### config.mk
export PLATFORM = sky130hd
export DESIGN_NAME = dcp_dump_top
export DESIGN_NICKNAME = d
export VERILOG_FILES = /design/src/dcp_pkg.sv /design/src/dcp_dump_datapath.sv /design/src/dcp_dump_fsm.sv /design/src/dcp_dump_top.sv /design/src/dcp_line_counter.sv
export SDC_FILE = /design/constraint.sdc
export NUM_CORES = 1
export LEC_CHECK = 0
export BUFFER_PORTS_ARGS = -buffer_cell sky130_fd_sc_hd__buf_4
export CAP_MARGIN = 20
export CORE_MARGIN = 1.5
export CORE_UTILIZATION = 54
export DETAILED_ROUTE_END_ITERATION = 16
export PLACE_DENSITY = 0.81
export REMOVE_ABC_BUFFERS = 1
export SLEW_MARGIN = 40
export SYNTH_ARGS = -nofsm -noshare
export SYNTH_HDL_FRONTEND = slang
export SYNTH_HIERARCHICAL = 1
export SYNTH_SLANG_ARGS = --single-unit
export TNS_END_PERCENT = 5
### constraint.sdc
create_clock -name clk -period 4.95 [get_ports clk]
set_clock_uncertainty 0.05 [all_clocks]
set_input_delay 0.2475 -clock clk [delete_from_list [all_inputs] [get_ports clk]]
set_output_delay 0.2475 -clock clk [all_outputs]
set_load 0.02 [all_outputs]
### src/dcp_pkg.sv
package dcp_pkg;

    // Bus and character widths
    typedef logic [31:0] addr_t;                 // Data memory byte address
    typedef logic [31:0] word_t;                 // Data memory word
    typedef logic [7:0]  char_t;                 // ASCII character or command byte
    typedef logic [3:0]  field_t;                // Field index within the dump line

    // Line layout
    localparam char_t CMD_DUMP         = 8'h44;  // 'D'
    localparam int    WORDS_PER_LINE   = 8;      // Data words per line
    localparam int    NIBBLES_PER_WORD = 8;      // Hex digits per field
    localparam addr_t LINE_STRIDE      = 32'd32; // Base step after each dump

    localparam field_t FIELD_ADDR = 4'd0;                       // Address field
    localparam field_t FIELD_END  = 4'(WORDS_PER_LINE + 1);     // CR LF field
    localparam logic [3:0] POS_PREFIX = 4'd0;                   // Prefix slot
    localparam logic [3:0] POS_LAST   = 4'(NIBBLES_PER_WORD);   // Last hex digit
    localparam logic [3:0] POS_LF     = 4'd1;                   // LF slot in end field

    // Characters
    localparam char_t CHAR_AT    = 8'h40;        // '@'
    localparam char_t CHAR_SPACE = 8'h20;        // ' '
    localparam char_t CHAR_CR    = 8'h0d;
    localparam char_t CHAR_LF    = 8'h0a;
    localparam char_t CHAR_ZERO  = 8'h30;        // '0'
    localparam char_t CHAR_A     = 8'h41;        // 'A' for upper case hex digits

    // Position of the character being sent
    typedef struct packed {
        field_t     field;                       // 0 address, 1..8 words, 9 line end
        logic [3:0] pos;                         // 0 prefix, 1..8 digits MSB first
    } char_pos_t;

    // Dump sequencer states
    typedef enum logic [2:0] {
        IDLE,                                    // Waiting for a 'D' command
        SCAN,                                    // Address requested from scanner
        FETCH,                                   // Word address on the memory bus
        LOAD,                                    // Memory data captured
        SEND,                                    // Character held for transmitter
        GAP,                                     // Request low, counter steps
        DONE                                     // Finish pulse
    } dump_state_t;

endpackage

### src/dcp_dump_datapath.sv
`timescale 1ns/1ps

module dcp_dump_datapath (
    input  logic               clk,
    input  logic               reset,
    input  dcp_pkg::char_pos_t pos,
    input  logic               scan_load,
    input  logic               word_load,
    input  logic               line_done,
    input  dcp_pkg::addr_t     din_rx,
    input  dcp_pkg::word_t     dout_dm,
    output dcp_pkg::addr_t     addr,
    output dcp_pkg::char_t     dout
);

    dcp_pkg::addr_t base;        // Line start, kept between dumps
    dcp_pkg::word_t word;        // Word being printed
    logic [2:0]     word_idx;    // Word of the current or upcoming field
    logic [2:0]     nib_idx;     // Nibble index with 7 most significant
    dcp_pkg::word_t nib_src;     // Address or data being printed
    logic [3:0]     nibble;

    function automatic dcp_pkg::char_t hex_char(input logic [3:0] n);
        dcp_pkg::char_t c;
        if (n < 4'd10) begin
            c = dcp_pkg::CHAR_ZERO + dcp_pkg::char_t'(n);
        end else begin
            c = dcp_pkg::CHAR_A + dcp_pkg::char_t'(n - 4'd10);
        end
        return c;
    endfunction

    always_ff @(posedge clk) begin
        if (reset) begin
            base <= '0;
        end else if (scan_load) begin
            base <= {din_rx[31:2], 2'b00};                    // Force word alignment
        end else if (line_done) begin
            base <= base + dcp_pkg::LINE_STRIDE;               // Continue after this line
        end
    end

    always_ff @(posedge clk) begin
        if (word_load) begin
            word <= dout_dm;
        end
    end

    // Memory address for the word field in progress
    always_comb begin
        if (pos.field == dcp_pkg::FIELD_ADDR) begin
            word_idx = 3'd0;                                   // First word comes next
        end else if (pos.field > dcp_pkg::field_t'(dcp_pkg::WORDS_PER_LINE)) begin
            word_idx = 3'(dcp_pkg::WORDS_PER_LINE - 1);         // Line end keeps last word
        end else begin
            word_idx = 3'(pos.field - 4'd1);
        end
    end

    assign addr = base + {27'd0, word_idx, 2'b00};

    // Digit 1 is the top nibble
    assign nib_idx = 3'(dcp_pkg::POS_LAST - pos.pos);
    assign nib_src = (pos.field == dcp_pkg::FIELD_ADDR) ? base : word;
    assign nibble  = 4'(nib_src >> {nib_idx, 2'b00});

    always_comb begin
        if (pos.field == dcp_pkg::FIELD_END) begin
            dout = (pos.pos == dcp_pkg::POS_LF) ? dcp_pkg::CHAR_LF : dcp_pkg::CHAR_CR;
        end else if (pos.pos == dcp_pkg::POS_PREFIX) begin
            // '@' before the address, a space before each word
            dout = (pos.field == dcp_pkg::FIELD_ADDR) ? dcp_pkg::CHAR_AT
                                                      : dcp_pkg::CHAR_SPACE;
        end else begin
            dout = hex_char(nibble);
        end
    end

    // Base alignment must survive scan loads and line strides
    a_addr_aligned: assert property (
        @(posedge clk) disable iff (reset)
        addr[1:0] == 2'b00
    );

endmodule

### src/dcp_dump_fsm.sv
`timescale 1ns/1ps

module dcp_dump_fsm (
    input  logic               clk,
    input  logic               reset,
    input  logic               start,
    input  dcp_pkg::char_t     cmd,
    input  logic               ack_rx,
    input  logic               flag_rx,
    input  logic               ack_tx,
    input  logic               field_end,
    input  logic               line_end,
    input  logic               next_is_word,
    output logic               req_rx,
    output logic               req_tx,
    output logic               finish,
    output logic               clear,
    output logic               advance,
    output logic               scan_load,
    output logic               word_load,
    output logic               line_done
);

    dcp_pkg::dump_state_t state;       // Current step
    dcp_pkg::dump_state_t state_next;  // Step after this cycle
    logic                 cmd_hit;     // Accepted dump command

    assign cmd_hit = start && (cmd == dcp_pkg::CMD_DUMP);

    always_ff @(posedge clk) begin
        if (reset) begin
            state <= dcp_pkg::IDLE;
        end else begin
            state <= state_next;
        end
    end

    always_comb begin
        state_next = state;                                    // Hold by default
        case (state)
            dcp_pkg::IDLE: begin
                if (cmd_hit) begin
                    state_next = dcp_pkg::SCAN;
                end
            end
            dcp_pkg::SCAN: begin
                if (ack_rx) begin
                    state_next = dcp_pkg::SEND;                // '@' goes out next
                end
            end
            dcp_pkg::SEND: begin
                if (ack_tx) begin
                    state_next = line_end ? dcp_pkg::DONE : dcp_pkg::GAP;
                end
            end
            dcp_pkg::GAP: begin
                // Counter still shows the character just sent
                if (field_end && next_is_word) begin
                    state_next = dcp_pkg::FETCH;
                end else begin
                    state_next = dcp_pkg::SEND;
                end
            end
            dcp_pkg::FETCH: state_next = dcp_pkg::LOAD;        // Memory latency
            dcp_pkg::LOAD:  state_next = dcp_pkg::SEND;
            dcp_pkg::DONE:  state_next = dcp_pkg::IDLE;
            default:        state_next = dcp_pkg::IDLE;
        endcase
    end

    // Requests are plain state decodes
    assign req_rx    = (state == dcp_pkg::SCAN);
    assign req_tx    = (state == dcp_pkg::SEND);
    assign finish    = (state == dcp_pkg::DONE);

    assign clear     = (state == dcp_pkg::IDLE) && cmd_hit;    // New line from field 0
    assign advance   = (state == dcp_pkg::GAP);                // One step per character
    assign scan_load = req_rx && ack_rx && !flag_rx;           // Typed address only
    assign word_load = (state == dcp_pkg::LOAD);
    assign line_done = finish;                                 // Base moves on with finish

    // Scanner and transmitter are never asked at the same time
    a_req_exclusive: assert property (
        @(posedge clk) disable iff (reset)
        !(req_rx && req_tx)
    );

    a_finish_single: assert property (
        @(posedge clk) disable iff (reset)
        finish |=> !finish
    );

    // Character is withdrawn only after the transmitter took it
    a_req_tx_held: assert property (
        @(posedge clk) disable iff (reset)
        (req_tx && !ack_tx) |=> req_tx
    );

endmodule

### src/dcp_dump_top.sv
`timescale 1ns/1ps

module dcp_dump_top (
    input  logic           clk,
    input  logic           reset,
    input  logic           start,        // Command decoder strobe
    input  dcp_pkg::char_t cmd,
    output logic           req_rx,       // Scanner handshake
    input  logic           ack_rx,
    input  logic           flag_rx,      // High when nothing was typed
    input  dcp_pkg::addr_t din_rx,
    output dcp_pkg::addr_t addr,         // Data memory read port
    input  dcp_pkg::word_t dout_dm,
    output logic           req_tx,       // Transmitter handshake
    output dcp_pkg::char_t dout,
    input  logic           ack_tx,
    output logic           finish
);

    logic               clear;           // Counter back to '@'
    logic               advance;
    dcp_pkg::char_pos_t pos;
    logic               field_end;
    logic               line_end;
    logic               next_is_word;
    logic               scan_load;       // Typed address into base
    logic               word_load;       // Memory word into print register
    logic               line_done;

    dcp_dump_fsm i_fsm (
        .clk          (clk),
        .reset        (reset),
        .start        (start),
        .cmd          (cmd),
        .ack_rx       (ack_rx),
        .flag_rx      (flag_rx),
        .ack_tx       (ack_tx),
        .field_end    (field_end),
        .line_end     (line_end),
        .next_is_word (next_is_word),
        .req_rx       (req_rx),
        .req_tx       (req_tx),
        .finish       (finish),
        .clear        (clear),
        .advance      (advance),
        .scan_load    (scan_load),
        .word_load    (word_load),
        .line_done    (line_done)
    );

    dcp_line_counter i_counter (
        .clk          (clk),
        .reset        (reset),
        .clear        (clear),
        .advance      (advance),
        .pos          (pos),
        .field_end    (field_end),
        .line_end     (line_end),
        .next_is_word (next_is_word)
    );

    dcp_dump_datapath i_datapath (
        .clk          (clk),
        .reset        (reset),
        .pos          (pos),
        .scan_load    (scan_load),
        .word_load    (word_load),
        .line_done    (line_done),
        .din_rx       (din_rx),
        .dout_dm      (dout_dm),
        .addr         (addr),
        .dout         (dout)
    );

endmodule

### src/dcp_line_counter.sv
`timescale 1ns/1ps

module dcp_line_counter (
    input  logic               clk,
    input  logic               reset,
    input  logic               clear,
    input  logic               advance,
    output dcp_pkg::char_pos_t pos,
    output logic               field_end,
    output logic               line_end,
    output logic               next_is_word
);

    logic in_end_field;  // CR LF field

    assign in_end_field = (pos.field == dcp_pkg::FIELD_END);

    always_ff @(posedge clk) begin
        if (reset || clear) begin
            pos.field <= dcp_pkg::FIELD_ADDR;
            pos.pos   <= dcp_pkg::POS_PREFIX;
        end else if (advance) begin
            if (in_end_field) begin
                if (pos.pos != dcp_pkg::POS_LF) begin
                    pos.pos <= pos.pos + 4'd1;                // CR to LF, then stop
                end
            end else if (pos.pos == dcp_pkg::POS_LAST) begin
                pos.field <= pos.field + 4'd1;                // Wrap into next field
                pos.pos   <= dcp_pkg::POS_PREFIX;
            end else begin
                pos.pos <= pos.pos + 4'd1;
            end
        end
    end

    // Flags decoded from the count
    assign line_end     = in_end_field && (pos.pos == dcp_pkg::POS_LF);
    assign field_end    = in_end_field ? line_end : (pos.pos == dcp_pkg::POS_LAST);
    assign next_is_word = (pos.field < dcp_pkg::field_t'(dcp_pkg::WORDS_PER_LINE));

    a_pos_legal: assert property (
        @(posedge clk) disable iff (reset)
        (pos.field <= dcp_pkg::FIELD_END) &&
        (in_end_field ? (pos.pos <= dcp_pkg::POS_LF) : (pos.pos <= dcp_pkg::POS_LAST))
    );

endmodule

---- Yosys cells after proc, flatten, opt, wreduce, memory -nomap -nowiden ----
Cells that the tools add are included.
word-level totals
  register bits after elaboration ......... 75
  latch bits .............................. 0
  memory bits (writable) .................. 0
  bits in read-only memories .............. 0
  input bits .............................. 78
  output and inout bits ................... 43
  logic and storage cells ................. 71
  memories kept ........................... 0
cells by class
  add/sub/neg operators ................... 9
  multipliers ............................. 0
  divide/modulo/power cells ............... 0
  magnitude comparators ................... 3
  equality and inequality tests ........... 15
  shift-type cells ........................ 1
  multiplexer cells ....................... 20
  bitwise operators ....................... 1
  reductions and logical operators ........ 16
operators by type and width
  cell                     count
  $mux W32                 3
  $add A32 B5 Y32          1
  $add A32 B6 Y32 const B  1
  $shr A32 B5 Y4           1
  $mux W8                  3
  $mux W3                  7
  $pmux W3 S6              1
  $mux W4                  3
  $eq A3 B3 Y1 const B     3
  $add A4 B1 Y4 const B    2
  $add A7 B8 Y8 const A    1
  $eq A4 B4 Y1 const B     2
  $eq A8 B7 Y1 const B     1
  $logic_not A4 Y1         2
  $lt A4 B4 Y1 const B     2
  $add A6 B4 Y7 const A    1
  $mux W7                  1
  $eq A3 B2 Y1 const B     2
  $logic_and A1 B1 Y1      6
  $reduce_and A3 Y1        2
  $sub A4 B4 Y5 const B    1
  $eq A4 B1 Y1 const B     1
  $gt A4 B4 Y1 const B     1
  $ne A2 B1 Y1 const B     2
  other kinds (14)         15

---- Depth between registers and ports, before layout ----
  word-level depth ........................ 8
  mapped depth ............................ 16

---- Hierarchy ----
Netlist, hierarchy kept.
modules (own cells, without submodules)
  module             instances  cells an instance  area each (sq um)
  dcp_dump_datapath  1          411                4,082.7
  dcp_line_counter   1          59                 521.8
  dcp_dump_fsm       1          34                 265.3

---- Worst setup path before layout ----
Ideal clock, no wire load.
  path type ............................... register -> output
  start point ............................. register i_counter/pos[0] (netlist name)
  end point ............................... output dout[1]
  data arrival time ....................... 3,479 ps
  data required time ...................... 4,653 ps
  setup slack ............................. 1,173 ps
  cell stages (with the launch flop) ...... 15
  path buffers ............................ 1
  cell sequence ........................... dfxtp_1 -> inv_1 -> ha_1 -> xnor2_2 -> mux4_2 -> a2bb2oi_1 -> a211o_1 -> inv_1 -> ha_1 -> inv_1 -> ha_1 -> clkbuf_1 -> mux2_1 -> nand2_1 -> a21boi_1
between the ends
  longest elaborated chain between the ends .. 7
  elaborated cells between the ends (all ways) .. 12
  those cells by class .................... add/sub (4); order compare (1); eq/ne (1); shift (1); mux (4); reduce/logical (1)
RTL lines
  what            RTL line                 text
  $sub A1 B3 Y3   dcp_dump_datapath.sv:63  assign nib_idx = 3'(dcp_pkg::POS_LAST - pos.pos);
  $shr A32 B5 Y4  dcp_dump_datapath.sv:65  assign nibble = 4'(nib_src >> {nib_idx, 2'b00});
  $sub A4 B4 Y5   dcp_dump_datapath.sv:28  c = dcp_pkg::CHAR_A + dcp_pkg::char_t'(n - 4'd10);
  $add A7 B8 Y8   dcp_dump_datapath.sv:28
  $mux W8         dcp_dump_datapath.sv:25  if (n < 4'd10) begin
  $mux W8         dcp_dump_datapath.sv:70  end else if (pos.pos == dcp_pkg::POS_PREFIX) begin
  $mux W8 *       dcp_dump_datapath.sv:68  if (pos.field == dcp_pkg::FIELD_END) begin
  to (decl)       dcp_dump_top.sv:15       output dcp_pkg::char_t dout,
Every way passes the cells marked *; elsewhere a longest branch is shown, timed or not.

---- Worst setup path after layout ----
  start point ............................. register i_counter/pos[4] (netlist name)
  end point ............................... output dout[1]
between the ends
  longest elaborated chain between the ends .. 8
  elaborated cells between the ends (all ways) .. 11
  those cells by class .................... add/sub (3); order compare (1); eq/ne (1); shift (1); mux (4); reduce/logical (1)
RTL lines
  what              RTL line                 text
  $logic_not A4 Y1  dcp_dump_datapath.sv:64  assign nib_src = (pos.field == dcp_pkg::FIELD_ADDR) ? base : word;
  $mux W32          dcp_dump_datapath.sv:64
  $shr A32 B5 Y4    dcp_dump_datapath.sv:65
  $sub A4 B4 Y5     dcp_dump_datapath.sv:28
  $add A7 B8 Y8     dcp_dump_datapath.sv:28
  $mux W8           dcp_dump_datapath.sv:25
  $mux W8           dcp_dump_datapath.sv:70
  $mux W8 *         dcp_dump_datapath.sv:68
Marks and branches as above.

==> impl_metrics.prom <==
# TYPE chip_impl_metric gauge
chip_impl_metric{name="routed_wl",unit="um"} 11980
chip_impl_metric{name="grtUsageTotal",unit="%"} 25.40
chip_impl_metric{name="port_buffers",unit=""} 115
chip_impl_metric{name="first_pass_grt_wire_length",unit="um"} 19500
chip_impl_metric{name="vdd_drop_max",unit="V"} 0.0001462
chip_impl_metric{name="multi_input_comb_area",unit="um^2"} 2839
chip_impl_metric{name="initial_utilization",unit="%"} 55.84
chip_impl_metric{name="drtAntennaViolNets",unit=""} 0
chip_impl_info{name="cts_tree",value="yes"} 1
chip_impl_metric{name="dpl.cell_count",unit=""} 695
chip_impl_metric{name="min_period",unit="ns"} 4.417
chip_impl_metric{name="tightestPinTransition",unit="ns"} 0.8200
chip_impl_metric{name="grt_remaining_overflow",unit=""} 0
chip_impl_metric{name="hold_viol_final",unit=""} 0
chip_impl_info{name="run_status",value="finished, final reports clean"} 1
chip_impl_metric{name="postSynthCellCount",unit=""} 504
chip_impl_metric{name="yosysUniqueCellTypes",unit=""} 73
chip_impl_metric{name="area_growth",unit="%"} 21.74
chip_impl_metric{name="cellPowerDensity",unit="nW/um^2"} 223.1
chip_impl_metric{name="diodes",unit=""} 0
chip_impl_metric{name="critical_path_depth",unit=""} 14
chip_impl_metric{name="drt-wirelength-per-cell",unit="um"} 16.85
chip_impl_metric{name="last_weighted_congestion_value_of_the_routability_driven_placer",unit=""} 0.9073
chip_impl_metric{name="summed_instance_area_of_the_synthesized_netlist",unit="um^2"} 4870
chip_impl_info{name="cpLargestDelayFamily",value="compound AO/OA/AOI/OAI gates"} 1
chip_impl_metric{name="cp_num_buf_inv",unit=""} 4
chip_impl_metric{name="largest_net_degree_at_the_start_of_global_routing",unit=""} 39
chip_impl_metric{name="cp.required",unit="ns"} 4.65
chip_impl_metric{name="layout.core_utilization",unit="%"} 67.98
chip_impl_metric{name="slew_headroom",unit="%"} 45.33
chip_impl_metric{name="firstDrtPassIters",unit=""} 5
chip_impl_metric{name="clock_path_buffers",unit=""} 2
chip_impl_metric{name="via_count_of_the_first_global_routing_pass",unit=""} 4042
chip_impl_metric{name="period_share",unit="%"} 89.24
chip_impl_metric{name="vias",unit=""} 4201
chip_impl_metric{name="clock-sinks",unit=""} 73
chip_impl_metric{name="reg2regPathDepth",unit=""} 7
chip_impl_metric{name="antenna_found_initial",unit=""} 0
chip_impl_metric{name="die-area",unit="um^2"} 9596
chip_impl_metric{name="hpwl_reported_at_the_end_of_detailed_placement",unit="um"} 8793
chip_impl_info{name="worstSetupEndpointType",value="output port"} 1
chip_impl_info{name="setup.worst_path.class",value="reg -> out"} 1
chip_impl_metric{name="count_of_state_elements_after_synthesis",unit=""} 73
chip_impl_metric{name="post_synth.cell_area_avg",unit="um^2"} 9.662
chip_impl_info{name="setup_repair_after_global_routing_missed_its_margin",value="false"} 1
chip_impl_metric{name="hold_buffers",unit=""} 0
chip_impl_metric{name="post_route_insts_no_fill",unit=""} 711
chip_impl_metric{name="layout.filler_cells",unit=""} 672
chip_impl_metric{name="die_width",unit="um"} 97.96
chip_impl_metric{name="leakage",unit="nW"} 2.373
chip_impl_metric{name="hold_path_depth",unit=""} 1
chip_impl_metric{name="final_layout_size_suffix_gt1_share",unit="%"} 26.53
chip_impl_metric{name="detailedRoute.firstIterationViolations",unit=""} 230
chip_impl_metric{name="ios",unit=""} 121
chip_impl_info{name="clock_tree.root_cell",value="sky130_fd_sc_hd__clkbuf_8"} 1
chip_impl_metric{name="ctsHtreeMaxLevel",unit=""} 3
chip_impl_metric{name="fraction_of_the_yosys_area_taken_by_sequential_cells",unit="%"} 36.59
chip_impl_metric{name="synth_warnings",unit=""} 6
chip_impl_metric{name="core-area",unit="um^2"} 8721
chip_impl_metric{name="worst_ep_arrival_time",unit="ns"} 4.12
chip_impl_metric{name="final.hold.worst_slack",unit="ns"} 0.02164
chip_impl_metric{name="cts_bufs_inserted",unit=""} 9
chip_impl_metric{name="slowest_delay",unit="ns"} 0.67
chip_impl_info{name="postSynth.topFlopCell",value="sky130_fd_sc_hd__dfxtp_1"} 1
chip_impl_metric{name="clock_insertion_delay_worst_skew",unit="ns"} 0.35
chip_impl_metric{name="remaining_drc_errors",unit=""} 0
chip_impl_metric{name="std_cell_rows",unit=""} 34
chip_impl_metric{name="avgViaCountPerCell",unit=""} 5.909
chip_impl_metric{name="finalNetCount",unit=""} 694
chip_impl_metric{name="final-setup-viol-count",unit=""} 0
chip_impl_metric{name="final_max_slew_viol_count",unit=""} 0
chip_impl_metric{name="highest_net_fanout_along_the_worst_path",unit=""} 19
chip_impl_info{name="cp_slowest_cell",value="sky130_fd_sc_hd__or3b_1"} 1
chip_impl_metric{name="clk_pin_slew",unit="ns"} 0.08
chip_impl_metric{name="setup-tns-final",unit="ns"} 0
chip_impl_info{name="critical_path.startpoint_type",value="flip-flop"} 1
chip_impl_info{name="crit_path_cell_trace",value="inv_1 -> ha_1 -> or3b_1 -> mux2i_1 -> a221o_1 -> a311oi_2 -> inv_1 -> ha_1 -> inv_1 -> ha_1 -> mux2_1 -> nand2_1 -> a21boi_1 -> buf_4"} 1
chip_impl_metric{name="die_height",unit="um"} 97.96
chip_impl_metric{name="final.setup.worst_slack",unit="ns"} 0.5328
chip_impl_metric{name="detailedPlace.worstSlack",unit="ns"} 0.9399
chip_impl_metric{name="postSynth.asyncResetShare",unit="%"} 0
chip_impl_metric{name="post_cts_buffers",unit=""} 0
chip_impl_metric{name="area.sequential",unit="um^2"} 1782
chip_impl_info{name="worstHoldPathType",value="in -> reg"} 1
chip_impl_metric{name="maxClockFrequency",unit="MHz"} 226.4
chip_impl_metric{name="max_cap_viol_count",unit=""} 0
chip_impl_metric{name="cts.repair.resized",unit=""} 0
chip_impl_metric{name="synth-edff-count",unit=""} 32
==> where the power goes <==
group,switching (W),internal (W)
clock,0.000233,0.000279
combinational,0.0000817,0.0000933
sequential,0.00000616,0.000630
total,0.000321,0.00100
==> final timing paths <==
path | startpoint | end | slack (ns)
setup reg to reg | i_datapath/base[5] | i_datapath/base[31] | 2.36
setup / recovery | i_counter/pos[4] | dout[1] | 0.53
hold / removal | dout_dm[8] | i_datapath/word[8] | 0.02
hold reg to reg | i_datapath/base[31] | i_datapath/base[31] | 0.51
==> cell families after synthesis <==
family          share of synthesized area [%]
simple gates                            20.81
compound gates                          11.36
buf+inv                                 5.652
fa+ha+maj                               4.779
mux                                     10.87
flops                                   36.59
xor+xnor                                9.867
other cells                           0.07701
==> cell type report <==
| cell class | count | area share, % |
|---|---|---|
| multi-input cells | 379 | 47.89 |
| well taps | 108 | 2.279 |
| clock buffers | 11 | 2.744 |
| repair buffers | 118 | 14.94 |
| inverters | 17 | 1.076 |
| flip-flops and latches | 73 | 30.05 |
| clock inverters | 5 | 1.013 |
==> synth_stat cells (all sizes together) (7+ instances only) <==
cell / n / area share [%]
xor2: 21 / 3.8
nor3: 10 / 1.0
a21oi: 22 / 2.3
inv: 17 / 1.3
nand2: 48 / 3.8
mux2i: 18 / 3.7
edfxtp: 32 / 20
dfxtp: 41 / 17
nand3b: 7 / 1.1
nor2: 47 / 3.6
clkbuf: 19 / 1.5
mux4: 12 / 6.1
nand3: 17 / 1.7
buf: 18 / 2.9
xnor2: 33 / 6.1
a211oi: 9 / 1.5
o21ai: 11 / 1.2
ha: 17 / 4.4
nand4: 24 / 3.1
==> placed cells by master (no fill, tap or decap), types with 6 or more instances in the layout <==
master and n:
sky130_fd_sc_hd__nand3b_1 7, sky130_fd_sc_hd__and3_1 6, sky130_fd_sc_hd__xor2_1 21, sky130_fd_sc_hd__nor3_1 10
sky130_fd_sc_hd__mux2i_1 18, sky130_fd_sc_hd__buf_4 118, sky130_fd_sc_hd__mux4_1 7, sky130_fd_sc_hd__edfxtp_1 32
sky130_fd_sc_hd__xnor2_1 32, sky130_fd_sc_hd__clkbuf_8 10, sky130_fd_sc_hd__nand4_1 24, sky130_fd_sc_hd__o21ai_0 7
sky130_fd_sc_hd__nand3_1 17, sky130_fd_sc_hd__a21oi_1 22, sky130_fd_sc_hd__dfxtp_1 41, sky130_fd_sc_hd__or3_1 6
sky130_fd_sc_hd__inv_1 16, sky130_fd_sc_hd__nand2_1 47, sky130_fd_sc_hd__ha_1 17, sky130_fd_sc_hd__a211oi_1 8
sky130_fd_sc_hd__nor2_1 46
==> flip-flops by register name, summed over array words and instances (netlist names) <==
name,count
i_counter/pos,8
i_fsm/state,3
i_datapath/base,30
i_datapath/word,32
==> worst register-to-register path: cells and delay by family (launching register included) <==
family	cells	cell delay, ns
fa+ha+maj	1	0.28
flops	1	0.56
simple gates	5	1.37
compound gates	1	0.25
==> stage by stage <==
stage	power (W)	area [um^2]
after floorplan	0.0007389	4666
after global placement	0.0008180	5694
after detailed placement	0.0008230	5705
after CTS	0.001330	5928
after global routing	0.001370	5928
final	0.001323	5928
==> per-layer routing <==
| layer | GRT usage (%) | routed length [um] | vias to the layer above |
|---|---|---|---|
| li1 | - | - | 2013 |
| met1 | 33.44 | 4983 | 1977 |
| met2 | 42.55 | 5823 | 190 |
| met3 | 4.724 | 964 | 21 |
| met4 | 7.912 | 206 | 0 |
| met5 | 0 | 0 | - |
No activity file was read; power rests on OpenSTA's default activity.
